==> src/cpuPkg.sv <==
// Widths, opcodes and control encodings shared by the CPU modules and the testbench
package cpuPkg;

    localparam int dataWidth = 8;      // Register and bus width
    localparam int addrWidth = 16;     // Program counter width
    localparam int stepWidth = 4;      // Microstep counter, longest instruction is 9 steps

    typedef enum logic [4:0] {
        NOP  = 5'b00000,
        ADD  = 5'b00001,
        SUB  = 5'b00010,
        INC  = 5'b00011,
        DEC  = 5'b00100,
        SET  = 5'b00101,
        LDA  = 5'b00110,
        LDB  = 5'b00111,
        LDC  = 5'b01000,
        LDD  = 5'b01001,
        LDV  = 5'b01010,               // Operand byte follows
        LDM  = 5'b01011,               // Address high, address low follow
        WMLR = 5'b01100,
        WMLV = 5'b01101,               // Address high, address low, value follow
        JPV  = 5'b01111,
        JPVZ = 5'b10001,
        RST  = 5'b10011,
        HALT = 5'b11111
    } opcode_t;

    typedef enum logic [1:0] {regA, regB, regC, regD} regId_t;

    // One instruction byte, seen either with a register id or with a bit index
    typedef union packed {
        struct packed {
            opcode_t    op;
            logic       spare;         // Call bit on JPV, ignored
            regId_t     regSel;
        } regForm;
        struct packed {
            opcode_t    op;
            logic [2:0] bitIdx;
        } bitForm;
    } instrWord_t;

    typedef enum logic [2:0] {aluAdd, aluSub, aluInc, aluDec, aluSet, aluClr} aluOp_t;

    // Upper bit picks the cache, lower bit picks the low byte
    typedef enum logic [1:0] {pcHigh, pcLow, cacheHigh, cacheLow} busSel_t;

    typedef enum logic [1:0] {slotHigh, slotLow, slotData} cacheSlot_t;

endpackage
==> src/cpuCtrlIf.sv <==
// Control lines from the FSM to the sequencer, register file and bus port, with status back
`timescale 1ns/1ps

interface cpuCtrlIf import cpuPkg::*; ();

    logic                 loadPc;
    logic                 incPc;
    logic                 skipPc;
    logic                 clearStep;
    logic                 incStep;
    logic [addrWidth-1:0] pc;
    logic [stepWidth-1:0] step;

    logic                 regLoad;
    regId_t               regDest;
    regId_t               regSrc;
    logic                 loadData;
    logic                 useAlu;
    aluOp_t               aluOp;
    logic [2:0]           bitIndex;
    logic                 loadFlag;
    logic                 zero;
    logic [dataWidth-1:0] regOut;

    logic                 cacheLoad;
    cacheSlot_t           cacheSlotSel;
    busSel_t              busSel;
    logic                 addrEn;          // An address byte is on the bus this cycle
    logic                 writeFromCache;
    logic [dataWidth-1:0] cachedHigh;      // Jump target high byte

    modport fsm (
        output loadPc, incPc, skipPc, clearStep, incStep,
        output regLoad, regDest, regSrc, loadData, useAlu, aluOp, bitIndex, loadFlag,
        output cacheLoad, cacheSlotSel, busSel, addrEn, writeFromCache,
        input  step, zero
    );
    modport sequencer (
        input  loadPc, incPc, skipPc, clearStep, incStep, cachedHigh,
        output pc, step
    );
    modport regs (
        input  regLoad, regDest, regSrc, loadData, useAlu, aluOp, bitIndex, loadFlag,
        output zero, regOut
    );
    modport port (
        input  cacheLoad, cacheSlotSel, busSel, addrEn, writeFromCache, pc, regOut,
        output cachedHigh
    );

endinterface

==> src/cpu.sv <==
// Top level of the 8-bit microcoded CPU with its byte-wide multiplexed memory bus
`timescale 1ns/1ps

module cpu import cpuPkg::*; #(
    parameter logic [addrWidth-1:0] resetPc = '0
) (
    input  logic                 clk,
    input  logic                 reset,
    input  logic                 run,
    input  logic [dataWidth-1:0] dataIn,
    output logic [dataWidth-1:0] dataOut,
    output logic [dataWidth-1:0] address,
    output logic                 addrHigh,
    output logic                 addrLow,
    output logic                 wrEn,
    output logic                 interrupt
);

    cpuCtrlIf ctrl ();

    controlFsm fsmInst (
        .clk       (clk),
        .reset     (reset),
        .run       (run),
        .dataIn    (dataIn),
        .interrupt (interrupt),
        .wrEn      (wrEn),
        .ctrl      (ctrl.fsm)
    );

    programSequencer #(
        .resetPc (resetPc)
    ) seqInst (
        .clk    (clk),
        .reset  (reset),
        .dataIn (dataIn),
        .ctrl   (ctrl.sequencer)
    );

    registerFile regsInst (
        .clk    (clk),
        .reset  (reset),
        .dataIn (dataIn),
        .ctrl   (ctrl.regs)
    );

    busPort busInst (
        .clk      (clk),
        .dataIn   (dataIn),
        .address  (address),
        .addrHigh (addrHigh),
        .addrLow  (addrLow),
        .dataOut  (dataOut),
        .ctrl     (ctrl.port)
    );

endmodule

==> src/controlFsm.sv <==
// Instruction register and init/fetch/execute/halt FSM that decodes each microstep
`timescale 1ns/1ps

module controlFsm import cpuPkg::*; (
    input  logic                 clk,
    input  logic                 reset,
    input  logic                 run,
    input  logic [dataWidth-1:0] dataIn,
    output logic                 interrupt,
    output logic                 wrEn,
    cpuCtrlIf.fsm                ctrl
);

    typedef enum logic [1:0] {init, fetch, execute, halt} state_t;

    state_t     state;
    state_t     nextState;
    instrWord_t ir;
    instrWord_t nextIr;
    opcode_t    op;
    logic       loadIr;
    logic       done;              // Last microstep, back to fetch
    logic       lastStep;          // Final step of a memory access instruction
    logic       addrFromCache;     // Address bytes come from the operand cache

    assign op = ir.regForm.op;
    assign interrupt = (state == halt);
    assign lastStep = (op == WMLV) ? (ctrl.step == 4'd8) : (ctrl.step == 4'd6);

    always_ff @(posedge clk) begin
        if (reset) begin
            state <= init;
            ir <= '0;
        end else begin
            state <= nextState;
            if (loadIr)
                ir <= nextIr;
        end
    end

    always_comb begin
        nextState = state;
        nextIr = dataIn;
        loadIr = 1'b0;
        done = 1'b0;
        addrFromCache = 1'b0;
        wrEn = 1'b0;
        ctrl.loadPc = 1'b0;
        ctrl.incPc = 1'b0;
        ctrl.skipPc = 1'b0;
        ctrl.clearStep = 1'b0;
        ctrl.incStep = 1'b0;
        ctrl.regLoad = 1'b0;
        ctrl.regDest = ir.regForm.regSel;
        ctrl.regSrc = ir.regForm.regSel;
        ctrl.loadData = 1'b0;
        ctrl.useAlu = 1'b0;
        ctrl.aluOp = (op == RST) ? aluClr : aluOp_t'(op - ADD);    // ADD..SET map in order
        ctrl.bitIndex = ir.bitForm.bitIdx;
        ctrl.loadFlag = 1'b0;
        ctrl.cacheLoad = 1'b0;
        ctrl.cacheSlotSel = slotHigh;
        ctrl.addrEn = 1'b0;
        ctrl.writeFromCache = 1'b0;

        case (state)
            init: begin
                ctrl.clearStep = 1'b1;
                if (run)
                    nextState = fetch;
            end
            fetch: begin
                ctrl.incStep = 1'b1;
                ctrl.addrEn = (ctrl.step < 4'd2);        // PC high, then PC low
                if (ctrl.step == 4'd2) begin
                    loadIr = 1'b1;
                    ctrl.incPc = 1'b1;
                    ctrl.clearStep = 1'b1;
                    nextState = execute;
                end
            end
            execute: begin
                case (op)
                    ADD, SUB, INC, DEC, SET, RST: begin
                        ctrl.regLoad = 1'b1;
                        ctrl.regDest = regA;
                        ctrl.useAlu = 1'b1;
                        ctrl.loadFlag = 1'b1;
                        done = 1'b1;
                    end
                    LDA, LDB, LDC, LDD: begin
                        ctrl.regLoad = 1'b1;
                        ctrl.regDest = regId_t'(op - LDA);   // Destination follows opcode order
                        done = 1'b1;
                    end
                    LDV: begin
                        ctrl.incStep = 1'b1;
                        ctrl.addrEn = (ctrl.step < 4'd2);
                        if (ctrl.step == 4'd2) begin
                            ctrl.regLoad = 1'b1;
                            ctrl.loadData = 1'b1;
                            ctrl.incPc = 1'b1;
                            done = 1'b1;
                        end
                    end
                    LDM, WMLR, WMLV, JPV: begin
                        ctrl.incStep = 1'b1;
                        ctrl.addrEn = 1'b1;
                        case (ctrl.step)
                            4'd1: ctrl.incPc = 1'b1;             // PC to next operand byte
                            4'd2: ctrl.cacheLoad = 1'b1;         // Address high byte
                            4'd3: ctrl.incPc = (op == WMLV);
                            4'd4: begin
                                ctrl.cacheLoad = 1'b1;
                                ctrl.cacheSlotSel = slotLow;
                                addrFromCache = (op != WMLV);
                            end
                            4'd5: addrFromCache = (op != WMLV);
                            4'd6: begin
                                ctrl.cacheLoad = 1'b1;
                                ctrl.cacheSlotSel = slotData;    // WMLV immediate value
                                addrFromCache = 1'b1;
                            end
                            4'd7: addrFromCache = 1'b1;
                            default: ;
                        endcase
                        if (op == JPV && ctrl.step == 4'd4) begin
                            ctrl.cacheLoad = 1'b0;
                            ctrl.addrEn = 1'b0;
                            ctrl.loadPc = 1'b1;                  // Cached high byte, low on dataIn
                            done = 1'b1;
                        end else if (lastStep) begin
                            ctrl.cacheLoad = 1'b0;
                            ctrl.addrEn = 1'b0;
                            ctrl.incPc = 1'b1;
                            ctrl.regLoad = (op == LDM);
                            ctrl.loadData = 1'b1;
                            ctrl.writeFromCache = (op == WMLV);
                            wrEn = (op != LDM);
                            done = 1'b1;
                        end
                    end
                    JPVZ: begin
                        if (ctrl.zero) begin
                            loadIr = 1'b1;
                            nextIr = {JPV, ir.bitForm.bitIdx};  // Continue as a plain jump
                            ctrl.clearStep = 1'b1;
                        end else begin
                            ctrl.skipPc = 1'b1;                 // Step over the target bytes
                            done = 1'b1;
                        end
                    end
                    HALT: nextState = halt;
                    default: done = 1'b1;                       // NOP and unused opcodes
                endcase
            end
            default: ;                                          // Halted until reset
        endcase

        if (done) begin
            ctrl.clearStep = 1'b1;
            nextState = fetch;
        end
        ctrl.busSel = busSel_t'({addrFromCache, ctrl.step[0]});  // Odd steps carry low byte
    end

endmodule

==> src/busPort.sv <==
// Operand cache plus address byte and write data multiplexing for the memory bus
`timescale 1ns/1ps

module busPort import cpuPkg::*; (
    input  logic                 clk,
    input  logic [dataWidth-1:0] dataIn,
    output logic [dataWidth-1:0] address,
    output logic                 addrHigh,
    output logic                 addrLow,
    output logic [dataWidth-1:0] dataOut,
    cpuCtrlIf.port               ctrl
);

    logic [dataWidth-1:0] cache [3];    // Address high, address low, stored value

    always_ff @(posedge clk) begin
        if (ctrl.cacheLoad)
            cache[ctrl.cacheSlotSel] <= dataIn;
    end

    always_comb begin
        case (ctrl.busSel)
            pcHigh:    address = ctrl.pc[addrWidth-1 -: dataWidth];
            pcLow:     address = ctrl.pc[dataWidth-1:0];
            cacheHigh: address = cache[slotHigh];
            default:   address = cache[slotLow];
        endcase
    end

    assign addrHigh = ctrl.addrEn && (ctrl.busSel == pcHigh || ctrl.busSel == cacheHigh);
    assign addrLow = ctrl.addrEn && (ctrl.busSel == pcLow || ctrl.busSel == cacheLow);

    assign dataOut = ctrl.writeFromCache ? cache[slotData] : ctrl.regOut;
    assign ctrl.cachedHigh = cache[slotHigh];

endmodule

==> src/programSequencer.sv <==
// Program counter and microstep counter that time every instruction
`timescale 1ns/1ps

module programSequencer import cpuPkg::*; #(
    parameter logic [addrWidth-1:0] resetPc = '0
) (
    input  logic                 clk,
    input  logic                 reset,
    input  logic [dataWidth-1:0] dataIn,
    cpuCtrlIf.sequencer          ctrl
);

    always_ff @(posedge clk) begin
        if (reset)
            ctrl.pc <= resetPc;
        else if (ctrl.loadPc)
            ctrl.pc <= {ctrl.cachedHigh, dataIn};       // Jump target
        else if (ctrl.skipPc)
            ctrl.pc <= ctrl.pc + addrWidth'(2);
        else if (ctrl.incPc)
            ctrl.pc <= ctrl.pc + addrWidth'(1);
    end

    always_ff @(posedge clk) begin
        if (reset || ctrl.clearStep)
            ctrl.step <= '0;
        else if (ctrl.incStep)
            ctrl.step <= ctrl.step + stepWidth'(1);
    end

endmodule

==> src/registerFile.sv <==
// Registers A to D and the zero flag, loaded from a register, the read bus or the ALU
`timescale 1ns/1ps

module registerFile import cpuPkg::*; (
    input  logic                 clk,
    input  logic                 reset,
    input  logic [dataWidth-1:0] dataIn,
    cpuCtrlIf.regs               ctrl
);

    logic [dataWidth-1:0] regs [4];     // A, B, C, D
    logic [dataWidth-1:0] wrData;
    logic [dataWidth-1:0] aluResult;
    logic                 aluZero;
    logic                 zeroFlag;

    alu aluInst (
        .a        (regs[regA]),
        .b        (regs[regB]),
        .bitIndex (ctrl.bitIndex),
        .op       (ctrl.aluOp),
        .result   (aluResult),
        .zero     (aluZero)
    );

    always_comb begin
        if (ctrl.useAlu)
            wrData = aluResult;
        else if (ctrl.loadData)
            wrData = dataIn;
        else
            wrData = regs[ctrl.regSrc];         // Register to register move
    end

    always_ff @(posedge clk) begin
        if (ctrl.regLoad)
            regs[ctrl.regDest] <= wrData;
    end

    always_ff @(posedge clk) begin
        if (reset)
            zeroFlag <= 1'b0;
        else if (ctrl.loadFlag)
            zeroFlag <= aluZero;
    end

    assign ctrl.zero = zeroFlag;
    assign ctrl.regOut = regs[ctrl.regSrc];     // Store data for WMLR

endmodule

==> src/alu.sv <==
// Combinational ALU for register A with zero detect on the result
`timescale 1ns/1ps

module alu import cpuPkg::*; (
    input  logic [dataWidth-1:0] a,
    input  logic [dataWidth-1:0] b,
    input  logic [2:0]           bitIndex,
    input  aluOp_t               op,
    output logic [dataWidth-1:0] result,
    output logic                 zero
);

    logic [dataWidth-1:0] bitMask;

    assign bitMask = dataWidth'(1) << bitIndex;

    always_comb begin
        case (op)
            aluAdd:  result = a + b;               // All results wrap at 8 bits
            aluSub:  result = a - b;
            aluInc:  result = a + dataWidth'(1);
            aluDec:  result = a - dataWidth'(1);
            aluSet:  result = a | bitMask;
            aluClr:  result = a & ~bitMask;
            default: result = a;
        endcase
    end

    assign zero = (result == '0);

endmodule

==> config.mk <==
export PLATFORM = sky130hd
export DESIGN_NAME = cpu
export DESIGN_NICKNAME = d
export VERILOG_FILES = /design/src/cpuPkg.sv /design/src/cpuCtrlIf.sv /design/src/cpu.sv /design/src/controlFsm.sv /design/src/busPort.sv /design/src/programSequencer.sv /design/src/registerFile.sv /design/src/alu.sv
export SDC_FILE = /design/constraint.sdc
export NUM_CORES = 1
export LEC_CHECK = 0
export ABC_AREA = 1
export BUFFER_PORTS_ARGS = -buffer_cell sky130_fd_sc_hd__buf_2
export CAP_MARGIN = 20
export CORE_AREA = 2 2 108 110
export CTS_BUF_LIST = sky130_fd_sc_hd__clkbuf_16
export DETAILED_ROUTE_END_ITERATION = 10
export DIE_AREA = 0 0 110 112
export HOLD_SLACK_MARGIN = 0.12
export PLACE_DENSITY_LB_ADDON = 0.05
export SYNTH_ARGS = -nofsm -noshare
export SYNTH_HDL_FRONTEND = slang
export SYNTH_SLANG_ARGS = --single-unit
==> constraint.sdc <==
create_clock -name clk -period 6.04 [get_ports clk]
set_input_delay 0.302 -clock clk [delete_from_list [all_inputs] [get_ports clk]]
set_output_delay 0.302 -clock clk [all_outputs]
set_load 0.05 [all_outputs]
==> results of run 1 <==
cell families after synthesis:
kind of cell	count (synthesis)	synth area share (%)
AO/OA/AOI/OAI	154	14.5
adder cells (fa/ha/maj)	25	5.28
XOR/XNOR	20	2.89
multiplexers	2	0.371
AND/OR/NAND/NOR	421	31.0
flip-flops	89	38.6
buffers and inverters	112	7.35
registers in the layout (all words and copies together), names as in the netlist, named ones only:
signal,count
busInst.cache,24
regsInst.regs,32
seqInst.ctrl.step,4
fsmInst.ir,8
regsInst.ctrl.zero,1
fsmInst.state,2
seqInst.ctrl.pc,16
layer usage:
metal	GRT usage, %	routed length (um)	up-vias
li1	-	-	2840
met1	44.6	8180	2724
met2	40.8	7350	234
met3	5.80	1400	26
met4	8.52	343	0
met5	0	0	-
worst max-delay path: stages (launching register included):
cell     delay (ns)
dfxtp_1        0.50
inv_1          0.17
ha_1           0.25
inv_1          0.06
nand2_1        0.05
nand2_1        0.13
nand2_2        0.15
inv_1          0.22
nand2_1        0.14
o21ai_0        0.17
nand2_1        0.08
ha_1           0.36
a21oi_1        0.28
or2_2          0.17
nand3_1        0.06
nand2_1        0.07
nand3_1        0.12
nand2_1        0.09
nor2_1         0.06
o21ai_0        0.44
cell usage in the layout, fill, tap and decap left out, drive strengths merged, types with 9 or more instances in the layout:
master  Yosys  final
a21oi      51     51
buf         6     33
clkbuf      9      9
dfxtp      33     33
edfxtp     56     56
ha         24     24
inv        94    101
nand2     212    212
nand3      59     59
nand4      18     18
nor2      100    100
nor3       13     13
o21ai      77     77
xor2       18     18
worst paths after layout:
kind	start	end	slack [ns]	cells past startpoint
setup / recovery	fsmInst.ir[3]$_SDFFE_PP0P_	regsInst.regs[0][5]$_DFFE_PP_	2.25	19
hold / removal	dataIn[3]	busInst.cache[0][3]$_DFFE_PP_	0.25	1
hold reg to reg	seqInst.ctrl.pc[12]$_SDFFE_PP0P_	seqInst.ctrl.pc[12]$_SDFFE_PP0P_	0.52	2
setup reg to reg	fsmInst.ir[3]$_SDFFE_PP0P_	regsInst.regs[0][5]$_DFFE_PP_	2.25	19
per-stage QoR:
step           power, mW  utilization [%]
2_1_floorplan      0.761                -
3_3_place_gp       0.795             56.7
3_5_place_dp       0.798             56.7
4_1_cts             1.36             59.3
5_1_grt             1.39             59.3
6_report            1.35             59.3
where the power goes:
group / switching, mW / internal (mW)
sequential: 0.00784 / 0.646
combinational: 0.0906 / 0.0400
clock: 0.269 / 0.295
final cells by class:
cell class / count / area, um^2
fill: 1080 / 4540
tap: 143 / 179
clock buffer: 9 / 225
clock inverter: 7 / 71.3
inverter: 97 / 365
multi-input combinational: 622 / 3280
timing repair buffer: 33 / 173
sequential: 89 / 2340
==> impl_metrics.yaml, run 1 <==
run_status:
  outcome: "complete, no violations"
synth:
  netlist_area_um2: 6060
  yosysSeqAreaShare_pct: 38.6
  syn_nets: 859
  synth.area.top_cells: "edfxtp_1, nand2_1, dfxtp_1"
  synth_edf_count: 56
  ys_top_cells_by_count: "nand2_1, nor2_1, inv_1"
  synthCells: 823
  ys.flop_type: "edfxtp_1"
  ys.warnings.count: 0
  syn_area_per_cell_um2: 7.37
  yosysTopAreaCell: "edfxtp_1"
  synth_cell_type_count: 50
  synth_most_common_cell: "nand2_1"
  synthArstFlopShare_pct: 0
  synth_seq_cells: 89
  yosysTopAreaCellShare_pct: 27.7
floorplan:
  rows: 39
  fp.coreArea_um2: 11200
  chipHeight_um: 112
  start_util_pct: 54.3
  die-area_um2: 12300
  die_w_um: 110
  io_pins: 31
place:
  portBuffers: 30
  hpwlAfterDp_um: 13000
  placed_cells: 984
  place_congestion: 0.923
  dpl_cell_area_um2: 6330
  pre_cts_ws_ns: 2.31
route:
  postRouteAntennaNets: 0
  avgViaCountPerCell: 5.82
  drc: 0
  via_count: 5824
  wire_per_inst_um: 17.3
  drt_pass1_iterations: 6
  wirelength_um: 17300
  drt_iter0_markers: 579
cells_and_area:
  fin_cells: 1000
  layout-drive-gt1-share_pct: 9.92
  final_area_um2: 6630
  fin_nets: 888
  n_antenna_cell: 0
  areaGrowthSynthToFinish_pct: 9.37
clock_network:
  clock_sinks: 89
  cts_tree: "built"
  cts_resized: 0
  cts_setup_buffers: 0
  ctsHoldBuffers: 0
  worstSkewPairLatency_ns: 0.35
  clkSlewWorstSetupHoldPaths_ns: 0.07
  cts_made_buffers: 9
  cts_buffer_depth: 2
  ctsHtreeMaxLevel: 3
  cts.root.buffer_cell: "clkbuf_16"
global_routing:
  grt_max_degree: 26
  grt_pass1_vias: 5173
  antenna_found_initial: 0
  grtUsageTotal_pct: 29.0
  grt_first_pass_wirelength_um: 27100
  grt-ovfl-total: 0
timing:
  fin_setup_tns_ns: 0
  drv_slew: 0
  setup_ws_ns: 2.25
  rsz0062_at_grt: "no"
  hold_violations: 0
  tightest_slew_ns: 0.865
  max_freq_mhz: 264
  fin_crit_ns: 3.79
  setup_viol: 0
  fin_crit_sh_pct: 62.8
  slew_headroom_pct: 42.1
  whs_ns: 0.245
  fin_skew_ns: 0.0100
worst_setup_path:
  end_kind: "flop"
  startpoint_type: "flop"
  worstSetupPathType: "flop to flop"
  worstPathArrival_ns: 3.88
  worstPathMaxFanout: 10
  crit_required_ns: 6.12
pwr:
  cellLeakagePower_nw: 2.74
  worst_ir_drop_vdd_mv: 0.179
  power_density_nw_per_um2: 203
job:
  maxCapViolCount: 0
worst_hold_path:
  hold_class: "input pin to flop"
No activity file was read; power rests on OpenSTA's default activity.
==> inputs of run 2 (changes only) <==
--- a/config.mk
+++ b/config.mk
@@ -5,13 +5,13 @@
 export SDC_FILE = /design/constraint.sdc
 export NUM_CORES = 1
 export LEC_CHECK = 0
-export ABC_AREA = 1
+export ABC_AREA = 0
 export BUFFER_PORTS_ARGS = -buffer_cell sky130_fd_sc_hd__buf_2
 export CAP_MARGIN = 20
-export CORE_AREA = 2 2 108 110
+export CORE_AREA = 2 2 104 106
 export CTS_BUF_LIST = sky130_fd_sc_hd__clkbuf_16
 export DETAILED_ROUTE_END_ITERATION = 10
-export DIE_AREA = 0 0 110 112
+export DIE_AREA = 0 0 106 108
 export HOLD_SLACK_MARGIN = 0.12
 export PLACE_DENSITY_LB_ADDON = 0.05
 export SYNTH_ARGS = -nofsm -noshare
==> constraint.sdc (replaced) <==
create_clock -name clk -period 3.2 [get_ports clk]
set_input_delay 0.16 -clock clk [delete_from_list [all_inputs] [get_ports clk]]
set_output_delay 0.16 -clock clk [all_outputs]
set_load 0.05 [all_outputs]
==> run 2 against run 1 <==
Compared with the run above:
- fmax grew 25%
- largest cell class unchanged
- first-iteration DRC count shrank 53%
- via count down 23%
- cell area is 1.8% lower
- flip-flop and latch count unchanged
- register-to-register slack got worse by 2.1 ns
- critical endpoint is now regsInst.regs[0][1]$_DFFE_PP_
- combinational power rose to 2.5 times the previous value
- clock-buffer cell count did not move
- critical path depth fell by 4
==> impl_metrics.yaml, run 2 <==
run_status:
  outcome: "complete, no violations"
global_routing:
  grtUsageTotal_pct: 26.4
  antenna_found_initial: 0
  grt-ovfl-total: 0
  grt_max_degree: 30
  grt_pass1_vias: 4411
  grt_first_pass_wirelength_um: 23200
timing:
  setup_viol: 0
  slew_headroom_pct: 36.9
  whs_ns: 0.134
  drv_slew: 0
  fin_skew_ns: 0.00785
  fin_setup_tns_ns: 0
  fin_crit_sh_pct: 94.7
  rsz0062_at_grt: "yes"
  hold_violations: 0
  fin_crit_ns: 3.03
  max_freq_mhz: 330
  tightest_slew_ns: 0.944
synth:
  synth_edf_count: 56
  ys_top_cells_by_count: "nor2_1, edfxtp_1, nand2_1"
  syn_area_per_cell_um2: 10.2
  synth_top_family_by_area: "simple AND/OR/NAND/NOR gates"
  yosysTopAreaCellShare_pct: 30.0
  synthXorXnorAreaFrac_pct: 4.22
  synth.area.top_cells: "edfxtp_1, dfxtp_1, mux4_2"
  yosysTopAreaCell: "edfxtp_1"
  synthMuxAreaShare_pct: 10.9
  ys.flop_type: "edfxtp_1"
  synth-compound-area-share_pct: 16.7
  yosys.area_share.simple_pct: 17.2
  yosysSeqAreaShare_pct: 41.8
  synthCells: 548
  syn_nets: 584
  synth_cell_type_count: 69
  synth_most_common_cell: "nor2_1"
  synth_seq_cells: 89
  synthAdderAreaFrac_pct: 5.71
  synthArstFlopShare_pct: 0
  netlist_area_um2: 5610
  ys.warnings.count: 0
route:
  wirelength_um: 14700
  postRouteAntennaNets: 0
  drc: 0
  wire_per_inst_um: 19.8
  avgViaCountPerCell: 6.03
  via_count: 4496
  drt_iter0_markers: 273
  drt_pass1_iterations: 5
floorplan:
  fp.coreArea_um2: 10200
  chipHeight_um: 108
  die-area_um2: 11400
  rows: 37
  start_util_pct: 54.8
  io_pins: 31
  die_w_um: 106
worst_setup_path:
  crit_buf_inv: 4
  crit_required_ns: 3.29
  end_kind: "flop"
  startpoint_type: "flop"
  crit_family: "adder cells"
  worstSetupPathType: "flop to flop"
  slowest_stage: "fa_1"
  worstPathArrival_ns: 3.12
  path_cells: "inv_1 -> ha_2 -> xnor2_2 -> nand2_2 -> o21ai_0 -> ha_1 -> fa_1 -> inv_1 -> a32o_1 -> a21oi_1 -> a221oi_1 -> buf_4 -> nor2_1 -> a21oi_1 -> buf_4"
  worstPathMaxFanout: 4
  cpPeakStageDelay_ns: 0.55
cells_and_area:
  layout_commonest_cell: "nor2_1"
  reg_top3: "regsInst.regs (32), busInst.cache (24), seqInst.ctrl.pc (16)"
  fin_cells: 745
  largest_register_ffs: 32
  areaGrowthSynthToFinish_pct: 16.1
  utilization_pct: 63.6
  top_register: "regsInst.regs"
  multi_input_area_um2: 3140
  ff_latch_area_um2: 2340
  layout-drive-gt1-share_pct: 23.6
  nFillCells: 843
  fin_nets: 640
  layout_common_cells: "nor2_1, edfxtp_1, buf_4"
  n_antenna_cell: 0
pwr:
  p_total_mw: 2.59
  worst_ir_drop_vdd_mv: 0.279
  cellLeakagePower_nw: 2.52
  power_density_nw_per_um2: 398
clock_network:
  cts_made_buffers: 9
  worstSkewPairLatency_ns: 0.34
  cts_buffer_depth: 2
  clkSlewWorstSetupHoldPaths_ns: 0.07
  cts_tree: "built"
  clock_sinks: 89
  ctsHtreeMaxLevel: 3
  cts.root.buffer_cell: "clkbuf_16"
job:
  maxCapViolCount: 0
place:
  placed_cells: 724
  hpwlAfterDp_um: 10900
  place_congestion: 0.944
  portBuffers: 30
worst_hold_path:
  hold_class: "input pin to flop"
-- run 2: cell types whose count changed in the layout (fill, tap and decap cells not counted), moves of 11 or more --
cell      previous run  this run
nand2_1            201        34
inv_1               92        21
nand3_1             55         8
o21ai_0             67        20
nor2_1              97        58
buf_4                3        40
a21oi_1             47        24
a211oi_1             0        19
mux4_2               0        16
nand4_1             18         5
mux2i_1              0        11
-- run 2: path summary, 6_finish.rpt --
check             depth (start not counted)  slack, ns                         endpoint                       startpoint
setup reg to reg                         15       0.17    regsInst.regs[0][1]$_DFFE_PP_       fsmInst.ir[4]$_SDFFE_PP0P_
hold / removal                            1       0.13    busInst.cache[1][6]$_DFFE_PP_                        dataIn[6]
setup / recovery                         15       0.17    regsInst.regs[0][1]$_DFFE_PP_       fsmInst.ir[4]$_SDFFE_PP0P_
hold reg to reg                           2       0.54  regsInst.ctrl.zero$_SDFFE_PP0P_  regsInst.ctrl.zero$_SDFFE_PP0P_
-- run 2: routing by layer --
layer | global-route usage, % | routed length (um) | share of wire [%] | vias to the layer above
li1 | - | - | - | 2166
met1 | 33.1 | 6230 | 42 | 2162
met2 | 47.2 | 7450 | 51 | 141
met3 | 3.80 | 621 | 4.2 | 27
met4 | 9.12 | 411 | 2.8 | 0
met5 | 0 | 0 | 0 | -
-- run 2: final cells by class --
| cell class | instances | area share, % |
|---|---|---|
| multi-input combinational | 408 | 48.2 |
| sequential | 89 | 36.0 |
| timing repair buffer | 74 | 7.54 |
| clock buffer | 9 | 3.46 |
| tap | 136 | 2.61 |
| inverter | 22 | 1.27 |
| clock inverter | 7 | 0.942 |
-- run 2: worst register-to-register path, delay by kind of cell, from the launching register on --
family / cells / cell delay (ns)
AO/OA/AOI/OAI: 5 / 0.57
XOR/XNOR: 1 / 0.16
adder cells (fa/ha/maj): 3 / 1.00
buffers and inverters: 4 / 0.49
flip-flops: 1 / 0.38
AND/OR/NAND/NOR: 2 / 0.19
-- run 2: report_power, final --
group          switching (mW)  internal, mW
clock                   0.482         0.545
sequential             0.0143          1.22
combinational           0.212         0.116
total                   0.708          1.89
-- run 2: through the flow --
stage               area [um^2]  setup WS, ns
floorplan                  5620        0.0424
global placement           6120        0.0713
detailed placement         6120       -0.0102
CTS                        6430        0.0182
global route               6510       -0.0309
finish                     6510         0.170
-- run 2: cells by family after synthesis --
family          after synthesis
simple gates                184
compound gates              133
flops                        89
buf+inv                      51
mux                          39
xor+xnor                     27
fa+ha+maj                    25
-- run 2: what timing repair did --
| action | CTS | global route |
|---|---|---|
| pin swaps | 0 | 3 |
| setup endpoints to repair | 9 | 29 |
| hold buffers | 3 | 1 |
| endpoints found under the hold margin | 9 | 2 |
| buffers inserted | 0 | 1 |
| resized for setup | 2 | 17 |
==> inputs of run 3 (changes only) <==
--- a/config.mk
+++ b/config.mk
@@ -5,13 +5,13 @@
 export SDC_FILE = /design/constraint.sdc
 export NUM_CORES = 1
 export LEC_CHECK = 0
-export ABC_AREA = 0
+export ABC_AREA = 1
 export BUFFER_PORTS_ARGS = -buffer_cell sky130_fd_sc_hd__buf_2
 export CAP_MARGIN = 20
-export CORE_AREA = 2 2 104 106
+export CORE_AREA = 2 2 108 110
 export CTS_BUF_LIST = sky130_fd_sc_hd__clkbuf_16
 export DETAILED_ROUTE_END_ITERATION = 10
-export DIE_AREA = 0 0 106 108
+export DIE_AREA = 0 0 110 112
 export HOLD_SLACK_MARGIN = 0.12
 export PLACE_DENSITY_LB_ADDON = 0.05
 export SYNTH_ARGS = -nofsm -noshare
==> run 3 against run 2 <==
Compared with the run above:
- first-iteration DRC count increased by 100%
- global-route usage grew 3.3 points
- register-to-register slack about the same
- die area grew 7.6%
- largest power group unchanged
- flip-flop and latch count stayed put
- non-clock buffer count is 13 lower
- critical path type unchanged
- clock power about the same
- worst setup slack improved by 0.013 ns
- routed wire length rose by 19%
- cell count increased by 38%
- worst hold slack lost 0.0019 ns
- via count grew 31%
- largest cell class unchanged
==> impl_metrics.yaml, run 3 (same netlist as run 1, synthesis figures left out) <==
worst_setup_path:
  crit_family: "simple AND/OR/NAND/NOR gates"
  worstSetupPathType: "flop to flop"
  slowest_stage: "dfxtp_2"
  crit_required_ns: 3.23
  worstPathMaxFanout: 5
  r2r_start: "fsmInst.ir[3]$_SDFFE_PP0P_"
  rr_worst_depth: 17
  path_cells: "inv_2 -> ha_1 -> inv_1 -> nand2_1 -> nand2_2 -> nand2_2 -> inv_1 -> nand2_2 -> o21ai_1 -> nand2_1 -> ha_1 -> buf_4 -> or2_2 -> nand3_1 -> nand4_1 -> nand2_1 -> o21ai_0"
  end_kind: "flop"
  worst_r2r_endpoint: "regsInst.regs[1][2]$_DFFE_PP_"
  cpPeakStageDelay_ns: 0.34
  crit_buf_inv: 4
  rrSetupSlack_ns: 0.18
  worstPathArrival_ns: 3.05
  startpoint_type: "flop"
route:
  wirelength_um: 17500
  avgViaCountPerCell: 5.72
  drc: 0
  wire_per_inst_um: 17.1
  postRouteAntennaNets: 0
  drt_iter0_markers: 556
  via_count: 5876
  drt_pass1_iterations: 6
timing:
  hold_violations: 0
  fin_skew_ns: 0.00804
  max_freq_mhz: 331
  setup_ws_ns: 0.183
  setup_viol: 0
  whs_ns: 0.132
  fin_crit_sh_pct: 94.3
  fin_crit_ns: 3.02
  tightest_slew_ns: 0.698
  slew_headroom_pct: 52.9
  drv_slew: 0
place:
  portBuffers: 30
  place_congestion: 0.952
  hpwlAfterDp_um: 13200
  pre_cts_ws_ns: -0.191
worst_hold_path:
  whs_endpoint: "busInst.cache[2][0]$_DFFE_PP_"
  min_path_cells: 1
  hold_class: "input pin to flop"
  worstHoldStart: "dataIn[0]"
global_routing:
  grt_pass1_vias: 5412
  grt_max_degree: 26
  grt_first_pass_wirelength_um: 27900
  grtUsageTotal_pct: 29.7
  antenna_found_initial: 0
  grt-ovfl-total: 0
cells_and_area:
  layout_commonest_cell: "nand2_1"
  n_antenna_cell: 0
  layout-drive-gt1-share_pct: 14.9
  layout_common_cells: "nand2_1, nor2_1, inv_1"
  largest_register_ffs: 32
  fin_nets: 916
  utilization_pct: 62.5
  areaGrowthSynthToFinish_pct: 15.1
  reg_top3: "regsInst.regs (32), busInst.cache (24), seqInst.ctrl.pc (16)"
  top_register: "regsInst.regs"
floorplan:
  io_pins: 31
  chipHeight_um: 112
  die-area_um2: 12300
  die_w_um: 110
  start_util_pct: 54.3
  fp.coreArea_um2: 11200
  rows: 39
pwr:
  p_sw_mw: 0.697
  seqPwrFrac_pct: 48.5
  p_total_mw: 2.55
  power_density_nw_per_um2: 365
  cellLeakagePower_nw: 2.89
  comb_power_share_pct: 10.0
  p_clk_share_pct: 41.5
  worst_ir_drop_vdd_mv: 0.409
  p_int_mw: 1.85
  p_sw_share_pct: 27.4
clock_network:
  cts_buffer_depth: 2
  ctsHtreeMaxLevel: 3
  cts_tree: "built"
  cts.root.buffer_cell: "clkbuf_16"
  clock_sinks: 89
  clkSlewWorstSetupHoldPaths_ns: 0.07
  cts_made_buffers: 9
  worstSkewPairLatency_ns: 0.36
run_status:
  outcome: "complete, no violations"
job:
  maxCapViolCount: 0
==> run 3: layout make-up <==
class	count	area (um^2)
fillers	1009	4190
inverters	97	365
multi-input cells	622	3400
well taps	143	179
flip-flops and latches	89	2340
repair buffers	61	397
clock inverters	7	65.1
clock buffers	9	225
==> run 3: timing repair <==
item | 4_1_cts | 5_1_grt
pin swaps | 0 | 6
gates resized for setup | 4 | 28
buffers inserted | 0 | 2
hold buffers | 4 | 0
hold endpoints to repair | 12 | 0
setup endpoints to repair | 13 | 25
==> run 3: worst max-delay path by stage <==
stage | from | end | slack [ns] | depth (start not counted)
5_1_grt | fsmInst.ir[3]$_SDFFE_PP0P_ | regsInst.ctrl.zero$_SDFFE_PP0P_ | -0.02 | 21
3_3_place_gp | fsmInst.ir[4]$_SDFFE_PP0P_ | regsInst.regs[2][6]$_DFFE_PP_ | 0.06 | 19
3_5_place_dp | fsmInst.ir[4]$_SDFFE_PP0P_ | regsInst.regs[0][7]$_DFFE_PP_ | -0.19 | 19
4_1_cts | fsmInst.ir[4]$_SDFFE_PP0P_ | regsInst.regs[1][6]$_DFFE_PP_ | 0.02 | 19
6_report | fsmInst.ir[3]$_SDFFE_PP0P_ | regsInst.regs[1][2]$_DFFE_PP_ | 0.18 | 17
2_1_floorplan | fsmInst.ir[3]$_SDFFE_PP0P_ | regsInst.regs[0][7]$_DFFE_PP_ | 0.21 | 20
==> run 3: power by group through the flow <==
| stage | combinational (mW) | sequential [mW] | clock, mW |
|---|---|---|---|
| 5_1_grt | 0.281 | 1.24 | 1.11 |
| 3_3_place_gp | 0.241 | 1.26 | 0 |
| 3_5_place_dp | 0.246 | 1.26 | 0 |
| 4_1_cts | 0.251 | 1.24 | 1.07 |
| 2_1_floorplan | 0.181 | 1.26 | 0 |
| 6_report | 0.254 | 1.24 | 1.06 |
==> run 3: metrics by stage <==
stage	setup TNS (ns)	cell area, um^2	std cells
final	0	6980	1028
after global placement	0	6500	1006
after global routing	-0.0607	6980	1028
after CTS	0	6840	1026
after detailed placement	-1.38	6500	1006
after floorplan	0	6060	823
==> run 3: metal layers <==
layer / routed length (um) / vias to the layer above / track usage [%] / part of all wire (%)
met1: 8270 / 2739 / 44.7 / 47
met3: 1300 / 19 / 5.97 / 7.4
met4: 238 / 0 / 8.27 / 1.4
li1: - / 2884 / - / -
met2: 7740 / 234 / 43.1 / 44
met5: 0 / - / 0 / 0
